### src/axis_cfg_pkg.sv
// ****************************************
// stream configuration
// word widths and packing ratios for the
// 24 to 32 bit stream converter
// ****************************************
package axis_cfg_pkg;

  // width of the narrow words arriving from the source
  localparam int in_width = 24;

  // width of the wide words leaving toward the sink
  localparam int out_width = 32;

  // input words packed into one intermediate word
  localparam int up_ratio = 4;

  // output words split out of one intermediate word
  localparam int down_ratio = 3;

  // intermediate word between the two stages
  // in_width * up_ratio and out_width * down_ratio both give 96,
  // so the packed word divides evenly on the output side
  localparam int mid_width = in_width * up_ratio;

endpackage

### src/conv_state_pkg.sv
// ****************************************
// converter state types
// FSM states of the packing and splitting
// stages
// ****************************************
package conv_state_pkg;

  // upsizer: gathering subwords, or holding a packed word
  typedef enum logic {
    pack_collect = 1'b0,
    pack_hold    = 1'b1
  } pack_state_e;

  // downsizer: nothing held, or handing out slices
  typedef enum logic {
    split_empty = 1'b0,
    split_drain = 1'b1
  } split_state_e;

endpackage

### src/axis_downsizer.sv
// ****************************************
// axis downsizer
// splits one wide stream word into narrow
// words, least significant first
// ****************************************
`timescale 1ns/1ps
module axis_downsizer #(
  parameter int dwidth = axis_cfg_pkg::mid_width,
  parameter int down = axis_cfg_pkg::down_ratio
) (
  input  logic                     clk,
  input  logic                     reset,
  input  logic [dwidth-1:0]        in_data,
  input  logic                     in_valid,
  input  logic                     in_last,
  output logic                     in_ready,
  output logic [dwidth/down-1:0]   out_data,
  output logic                     out_valid,
  output logic                     out_last,
  input  logic                     out_ready
);

  import conv_state_pkg::*;

  localparam int sub_width = dwidth / down;
  localparam int idx_width = (down > 1) ? $clog2(down) : 1;

  split_state_e state;
  logic [idx_width-1:0] sub_idx;

  // held wide word, slice 0 goes out first
  logic [down-1:0][sub_width-1:0] word_q;
  logic last_q;

  logic load;
  logic out_fire;
  logic final_slice;

  assign out_valid = (state == split_drain);
  assign out_fire = out_valid & out_ready;
  assign final_slice = (sub_idx == idx_width'(down - 1));

  // reload right behind the final slice so the output keeps going
  assign in_ready = (state == split_empty) | (out_fire & final_slice);
  assign load = in_valid & in_ready;

  assign out_data = word_q[sub_idx];
  // only the closing slice of a packet carries last
  assign out_last = last_q & final_slice;

  always_ff @(posedge clk) begin
    if (reset) begin
      state <= split_empty;
      sub_idx <= '0;
    end else begin
      if (load) begin
        state <= split_drain;
        sub_idx <= '0;
      end else if (out_fire) begin
        if (final_slice) begin
          state <= split_empty;
          sub_idx <= '0;
        end else begin
          sub_idx <= sub_idx + 1'b1;
        end
      end
    end
  end

  always_ff @(posedge clk) begin
    if (load) begin
      word_q <= in_data;
      last_q <= in_last;
    end
  end

endmodule

### src/axis_upsizer.sv
// ****************************************
// axis upsizer
// packs narrow stream words into one wide
// word, zero filling a short last group
// ****************************************
`timescale 1ns/1ps
module axis_upsizer #(
  parameter int dwidth = axis_cfg_pkg::in_width,
  parameter int up = axis_cfg_pkg::up_ratio
) (
  input  logic                  clk,
  input  logic                  reset,
  input  logic [dwidth-1:0]     in_data,
  input  logic                  in_valid,
  input  logic                  in_last,
  output logic                  in_ready,
  output logic [dwidth*up-1:0]  out_data,
  output logic                  out_valid,
  output logic                  out_last,
  input  logic                  out_ready
);

  import conv_state_pkg::*;

  // index needs at least one bit, even for a ratio of 1
  localparam int idx_width = (up > 1) ? $clog2(up) : 1;

  pack_state_e state;
  logic [idx_width-1:0] fill_idx;

  // subword slots, slot 0 holds the earliest word
  logic [up-1:0][dwidth-1:0] slots;
  logic last_q;

  logic accept;
  logic out_fire;
  logic group_done;

  assign out_valid = (state == pack_hold);
  assign out_fire = out_valid & out_ready;

  // a new group may start in the same cycle the packed word leaves
  assign in_ready = (state != pack_hold) | out_ready;
  assign accept = in_valid & in_ready;

  // this word closes the group, either full or cut short by last
  assign group_done = in_last | (fill_idx == idx_width'(up - 1));

  assign out_data = slots;
  assign out_last = last_q;

  always_ff @(posedge clk) begin
    if (reset) begin
      state <= pack_collect;
      fill_idx <= '0;
    end else begin
      if (accept) begin
        if (group_done) begin
          state <= pack_hold;
          fill_idx <= '0;
        end else begin
          state <= pack_collect;
          fill_idx <= fill_idx + 1'b1;
        end
      end else if (out_fire) begin
        state <= pack_collect;
      end
    end
  end

  // slot writes, with the tail cleared when a packet ends early
  always_ff @(posedge clk) begin
    if (accept) begin
      for (int i = 0; i < up; i++) begin
        if (i == int'(fill_idx)) begin
          slots[i] <= in_data;
        end else if (in_last && (i > int'(fill_idx))) begin
          slots[i] <= '0;
        end
      end
      if (group_done) begin
        last_q <= in_last;
      end
    end
  end

endmodule

### src/axis_width_converter.sv
// ****************************************
// axis width converter
// 24 bit to 32 bit stream, packs 4 words
// then splits the result into 3
// ****************************************
`timescale 1ns/1ps
module axis_width_converter (
  input  logic                            clk,
  input  logic                            reset,
  input  logic [axis_cfg_pkg::in_width-1:0]  in_data,
  input  logic                            in_valid,
  input  logic                            in_last,
  output logic                            in_ready,
  output logic [axis_cfg_pkg::out_width-1:0] out_data,
  output logic                            out_valid,
  output logic                            out_last,
  input  logic                            out_ready
);

  import axis_cfg_pkg::*;

  // intermediate stream between the two stages
  logic [mid_width-1:0] mid_data;
  logic mid_valid;
  logic mid_last;
  logic mid_ready;

  axis_upsizer #(
    .dwidth(in_width),
    .up(up_ratio)
  ) upsizer_i (
    .clk,
    .reset,
    .in_data,
    .in_valid,
    .in_last,
    .in_ready,
    .out_data(mid_data),
    .out_valid(mid_valid),
    .out_last(mid_last),
    .out_ready(mid_ready)
  );

  axis_downsizer #(
    .dwidth(mid_width),
    .down(down_ratio)
  ) downsizer_i (
    .clk,
    .reset,
    .in_data(mid_data),
    .in_valid(mid_valid),
    .in_last(mid_last),
    .in_ready(mid_ready),
    .out_data,
    .out_valid,
    .out_last,
    .out_ready
  );

endmodule

### config.mk
export PLATFORM = sky130hd
export DESIGN_NAME = axis_width_converter
export DESIGN_NICKNAME = d
export VERILOG_FILES = /design/src/axis_cfg_pkg.sv /design/src/conv_state_pkg.sv /design/src/axis_downsizer.sv /design/src/axis_upsizer.sv /design/src/axis_width_converter.sv
export SDC_FILE = /design/constraint.sdc
export NUM_CORES = 1
export LEC_CHECK = 0
export BUFFER_PORTS_ARGS = -buffer_cell sky130_fd_sc_hd__buf_2
export CORE_ASPECT_RATIO = 0.9
export CORE_UTILIZATION = 56
export DETAILED_ROUTE_END_ITERATION = 8
export PLACE_DENSITY = 0.76
export REMOVE_ABC_BUFFERS = 1
export SLEW_MARGIN = 30
export SYNTH_ARGS = -nofsm -noshare
export SYNTH_HDL_FRONTEND = slang
export SYNTH_SLANG_ARGS = --single-unit
export TNS_END_PERCENT = 5
### constraint.sdc
create_clock -name clk -period 7 [get_ports clk]
set_input_delay 0.35 -clock clk [delete_from_list [all_inputs] [get_ports clk]]
set_output_delay 0.35 -clock clk [all_outputs]
set_load 0.05 [all_outputs]
==> impl_metrics.tcl, run 1 <==
set metrics [dict create \
    status "completed" \
    dpl_cell_area_um2 7880 \
    hold_buffers 0 \
    worstHoldPathType "in2reg" \
    r2r-end "downsizer_i.word_q[50]" \
    grt.total_usage_pct 20.45 \
    max_freq_mhz 315.3 \
    dr.first_iter.drc_count 330 \
    grt_pass1_vias 3758 \
    drive_gt1_share_pct 20.16 \
    ys.flop_type "edfxtp_1" \
    wl_um 12900 \
    hold_start "in_data[12]" \
    antenna_found_initial 0 \
    fin_skew_ns 0.006705 \
    clkTransAtPathRegs_ns 0.06 \
    place_hpwl_um 7780 \
    r2r_start "downsizer_i.sub_idx[1]" \
    antenna_left 0 \
    reg2reg_slack_ns 4.22 \
    yosys_register_bits 200 \
    clk-insertion-delay-late_ns 0.42 \
    nets 531 \
    initial_utilization_pct 57.68 \
    critPathSlowestCell "dfxtp_1" \
    synth_edf_count 194 \
    core_region_area_um2 12780 \
    drtPass1Iterations 4 \
    h-tree-depth 4 \
    postCtsSetupRepairBufs 0 \
    fillers 876 \
    finalCritPeriodShare_pct 45.31 \
    finalSetupViolCount 0 \
    design_area_um2 8499 \
    clockBufferDepth 2 \
    drv_slew 0 \
    diodes 0 \
    min_delay_path_depth 1 \
    cp_slowest_stage_delay_ns 0.66 \
    die_area_um2 13630 \
    synth_cell_type_count 23 \
    ioPinCount 64 \
    end_kind "output port" \
    wire_per_inst_um 19.11 \
    portBuffers 63 \
    reg2reg_depth 3 \
    grt-ovfl-total 0 \
    async_flop_share_pct 0 \
    ctsResizeCount 0 \
    cp_max_fo 24 \
    worstMarginPinSlew_ns 0.9506 \
    die_h_um 110.9 \
    min_period_ns 3.171 \
    cts_tree "yes" \
    final_common_cell "edfxtp_1" \
    routed_via_density 5.373 \
    finalHoldViolCount 0 \
    worstPathRequired_ns 6.65 \
    worst_slack_ns 3.829 \
    holdPathEnd "upsizer_i.out_data[12]" \
    grt_max_degree 71 \
    power.total_mw 2.588 \
    drc 0 \
    cp.arrival_ns 2.82 \
    row_count 39 \
    layout_common_cells "edfxtp_1 (194), and2_1 (73), buf_2 (63)" \
    ys_seq_area_share_pct 80.62 \
    crit_type "reg2out" \
    cp_common_cell "buf_4" \
    p_per_area_nw_per_um2 304.5 \
    leakage_nw 2.962 \
    yosysWarningCount 0 \
    worst_setup_path_start_kind "flop" \
    grt_pass1_wl_um 20090 \
    crit_chain "buf_4 > nor2b_2 > buf_4 > nand2_1 > o21ai_0 > buf_2" \
    syn_to_final_growth_pct 15.25 \
    maxSlewHeadroom_pct 36.63 \
    cts.sinks 200 \
    rsz0062_at_grt "false" \
    syn_avg_cell_area_um2 17.23 \
    synth_area_um2 7375 \
    cts_root_buf "clkbuf_16" \
    ir_drop_mv 0.1918 \
    drv_cap 0 \
    synth_cells 428 \
    cts_made_buffers 17 \
    tns_ns 0 \
    dieWidth_um 123.0 \
    pre_cts_slack_ns 4.226 \
    vias 3627 \
    gp_congestion 0.8126 \
]
==> cells in the mapped netlist (4+ instances only) <==
master | number | share of area [%]
nand2b_1 | 4 | 0.34
clkbuf_1 | 11 | 0.56
nor2_1 | 7 | 0.36
buf_2 | 4 | 0.27
dfxtp_1 | 6 | 1.6
o21ai_0 | 28 | 1.9
ha_1 | 4 | 0.68
mux2i_1 | 35 | 4.8
a21oi_1 | 6 | 0.41
o21ai_1 | 5 | 0.34
inv_1 | 4 | 0.20
nand2_1 | 34 | 1.7
edfxtp_1 | 194 | 79
and2_1 | 73 | 6.2
==> worst max-delay path: cells and delay by family (launching register included) <==
| family | cells | cell delay (ns) |
|---|---|---|
| compound gates | 1 | 0.09 |
| buf+inv | 3 | 1.03 |
| flops | 1 | 0.66 |
| simple gates | 2 | 0.61 |
==> layer usage <==
metal | global-route usage [%] | vias to the layer above | part of all wire [%]
li1 | - | 1705 | -
met1 | 27.61 | 1793 | 42
met2 | 32.81 | 117 | 51
met3 | 4.218 | 12 | 6.1
met4 | 7.805 | 0 | 1.4
met5 | 0 | - | 0
==> final cells by class <==
type                    count  area (um2)  share of cell area (%)
multi-input cells         205        1345                   15.83
clock inverters            10       175.2                   2.061
flip-flops and latches    200        5947                   69.97
well taps                 164       205.2                   2.414
repair buffers             70       367.9                   4.328
inverters                   4       15.01                  0.1767
clock buffers              22       444.2                   5.226
==> worst max-delay path by stage <==
stage,endpoint,start,cells after the start
floorplan,downsizer_i.last_q,downsizer_i.sub_idx[0],2
global placement,upsizer_i.out_data[77],upsizer_i.fill_idx[0],3
detailed placement,downsizer_i.word_q[18],downsizer_i.sub_idx[1],3
CTS,out_data[29],downsizer_i.sub_idx[1],6
global route,out_data[2],downsizer_i.sub_idx[1],6
finish,out_data[29],downsizer_i.sub_idx[1],6
==> report_power, final <==
group          internal, mW  switching (mW)
sequential             1.37          0.0155
combinational        0.0435           0.144
clock                 0.631           0.387
total                  2.04           0.547
==> kinds of logic (layout without fill, tap and decap cells) <==
kind of cell,after synthesis,count (layout),share of synthesized area (%)
buffers and inverters,23,106,1.493
flip-flops,200,200,80.62
adder cells (fa/ha/maj),4,4,0.6787
multiplexers,35,35,4.751
AND/OR/NAND/NOR,124,124,9.332
AO/OA/AOI/OAI,42,42,3.122
==> state kept, by name, summed over array words and instances, names as in the netlist <==
register and count:
downsizer_i.word_q 96, upsizer_i.out_data 96, downsizer_i.sub_idx 2, upsizer_i.fill_idx 2, downsizer_i.last_q 1, downsizer_i.out_valid 1
upsizer_i.out_last 1, upsizer_i.out_valid 1
==> per-stage QoR <==
step | std cells | hold slack, ns | utilization (%)
6_report | 675 | 0.1393 | 66.48
5_1_grt | 675 | 0.1339 | 66.48
4_1_cts | 675 | 0.1222 | 66.48
3_5_place_dp | 643 | 0.4045 | 61.64
3_3_place_gp | 643 | 0.4007 | 61.60
2_1_floorplan | 409 | 0.4003 | -
(Power assumes the default switching activity.)
==> run 2, diff against run 1 <==
Settings changed: ABC_AREA from default to 1, CORE_UTILIZATION 56 to 53, PLACE_DENSITY 0.76 to 0.75.
Clock period 7 ns to 2.72 ns, I/O delays scaled along.
==> run 2 against run 1 <==
- sequential share of layout area shrank 3.0 points
- power grew to 2.6 times the previous value
- non-clock buffer count grew 35
- setup slack lost 3.4 ns
- largest power group unchanged
==> impl_metrics.tcl, run 2 <==
set metrics [dict create \
    wl_um 13840 \
    yosys_register_bits 200 \
    crit_chain "buf_4 > nor2_4 > buf_4 > nand2_1 > nand3_1 > buf_2" \
    ir_drop_mv 0.5386 \
    finalSetupViolCount 0 \
    cts_root_buf "clkbuf_16" \
    drtPass1Iterations 5 \
    synth_top_area_share_pct 78.78 \
    cp_common_cell "buf_4" \
    grt_pass1_wl_um 21290 \
    finalHoldViolCount 0 \
    nets 679 \
    h-tree-depth 4 \
    grt-ovfl-total 0 \
    synth.most_common_cell "edfxtp_1" \
    hold_start "in_valid" \
    dr.first_iter.drc_count 405 \
    ys_seq_area_share_pct 80.41 \
    clockBufferDepth 2 \
    vias 4234 \
    cts_tree "yes" \
    drc 0 \
    crit_start "downsizer_i.sub_idx[0]" \
    drv_cap 0 \
    async_flop_share_pct 0 \
    pre_cts_slack_ns 0.8363 \
    cp.arrival_ns 2.20 \
    ys.flop_type "edfxtp_1" \
    r2r_start "downsizer_i.sub_idx[1]" \
    core_region_area_um2 13460 \
    initial_utilization_pct 54.93 \
    finalCritPeriodShare_pct 86.02 \
    leakage_nw 3.780 \
    antenna_left 0 \
    cp_max_fo 36 \
    syn_to_final_growth_pct 20.02 \
    place_inst 769 \
    cp_slowest_stage_delay_ns 0.44 \
    crit_type "reg2out" \
    synth_cell_type_count 19 \
    syn_avg_cell_area_um2 13.62 \
    worst_slack_ns 0.3803 \
    drive_gt1_share_pct 17.68 \
    grt.total_usage_pct 20.69 \
    clk-insertion-delay-late_ns 0.43 \
    synth_edf_count 194 \
    max_freq_mhz 427.4 \
    hold_buffers 26 \
    crit_buf_inv 3 \
    grt_use_met1_pct 23.68 \
    die_area_um2 14430 \
    power.total_mw 6.685 \
    postCtsSetupRepairBufs 0 \
    worstMarginPinSlew_ns 0.5466 \
    layout_common_cells "edfxtp_1 (194), nand2_1 (147), inv_1 (79)" \
    fin_skew_ns 0.008814 \
    worstHoldPathType "in2reg" \
    grt.busiest_layer "met2" \
    ctsResizeCount 0 \
    grtUsageMet2_pct 37.05 \
    portBuffers 63 \
    hold_ws_ns 0.02984 \
    yosysWarningCount 0 \
    final_cells 824 \
    clkTransAtPathRegs_ns 0.07 \
    rsz0062_at_grt "false" \
    worstPathRequired_ns 2.58 \
    p_per_area_nw_per_um2 753.3 \
    maxSlewHeadroom_pct 63.52 \
    synth_top_area_cell "edfxtp_1" \
    synth_cells 543 \
    synth_common_cells "edfxtp_1 (194), nand2_1 (147), inv_1 (80)" \
    routed_via_density 5.138 \
    antenna_found_initial 0 \
    grt_max_degree 44 \
    gp_congestion 0.7616 \
    dieWidth_um 126.5 \
    cts.sinks 200 \
    synth_area_um2 7395 \
    met3_usage_pct 5.467 \
    place_hpwl_um 7999 \
    end_kind "output port" \
    grt_pass1_vias 4273 \
    worst_setup_path_start_kind "flop" \
    ioPinCount 64 \
    final_common_cell "edfxtp_1" \
    cp_top_family "buffers and inverters" \
    min_period_ns 2.340 \
    drv_slew 0 \
    synthTopCellsByArea "edfxtp_1 (79%), nand2_1 (7.5%), nand3_1 (4.5%)" \
    critPathSlowestCell "nor2_4" \
    row_count 40 \
    cts_made_buffers 17 \
    die_h_um 114.1 \
    status "completed" \
    wire_per_inst_um 16.79 \
    diodes 0 \
]
[run 2: cell count changes after synthesis, sizes merged, moves of 2 or more]
cell,before,now
mux2i,35,0
buf,8,10
o21ai,33,2
a311oi,2,0
nand3,1,68
nor3,0,2
nand2,34,147
nand2b,4,0
inv,4,81
and2,73,0
nand3b,3,0
nor2,7,11
[run 2: area by class of cell]
cell class,instances,area [um2]
Clock inverter,11,198.9
Inverter,81,305.3
Timing Repair Buffer,105,720.7
Clock buffer,18,429.2
Tap cell,168,210.2
Sequential cell,200,5946
Fill cell,933,4588
Multi-Input combinational cell,241,1065
[run 2: per-stage QoR]
step                      util (%)  area (um2)  TNS [ns]
final                        65.92        8875         0
after global routing         65.92        8875         0
after CTS                    65.92        8875         0
after detailed placement     59.32        7986         0
after global placement       59.32        7986         0
after floorplan                  -        7305    -75.72
[run 2: where the power goes]
group	switching [mW]	total, mW	leakage, nW	internal [mW]
Sequential	0.0374	3.58	1.88	3.54
Clock	1.05	2.68	0.295	1.62
Combinational	0.315	0.430	1.60	0.115
Total	1.41	6.69	3.78	5.28
[run 2: final timing paths]
check	end	slack (ns)	cells after the start
min reg2reg	downsizer_i.word_q[5]	0.42	0
min	upsizer_i.fill_idx[1]	0.03	3
max	out_data[20]	0.38	6
max reg2reg	downsizer_i.word_q[80]	0.84	5
[run 2: kinds of logic (layout without fill, tap and decap cells)]
| family | after synthesis | count (layout) | synth area share, % |
|---|---|---|---|
| flip-flops | 200 | 200 | 80.41 |
| buffers and inverters | 102 | 215 | 5.330 |
| AND/OR/NAND/NOR | 229 | 229 | 13.05 |
| adder cells (fa/ha/maj) | 4 | 4 | 0.6768 |
| AO/OA/AOI/OAI | 8 | 8 | 0.5415 |
[run 2: routing by layer]
layer  vias to the layer above  part of all wire (%)
met3                        26                   5.4
met4                         0                   1.9
met5                         -                     0
met1                      2033                    41
li1                       2026                     -
met2                       149                    52
[run 2: worst reg2reg max path: cells and delay by family (launching register included)]
| kind | cells | cell delay, ns |
|---|---|---|
| and+or+nand+nor | 3 | 0.38 |
| buffers and inverters | 2 | 0.72 |
| DFF | 1 | 0.45 |
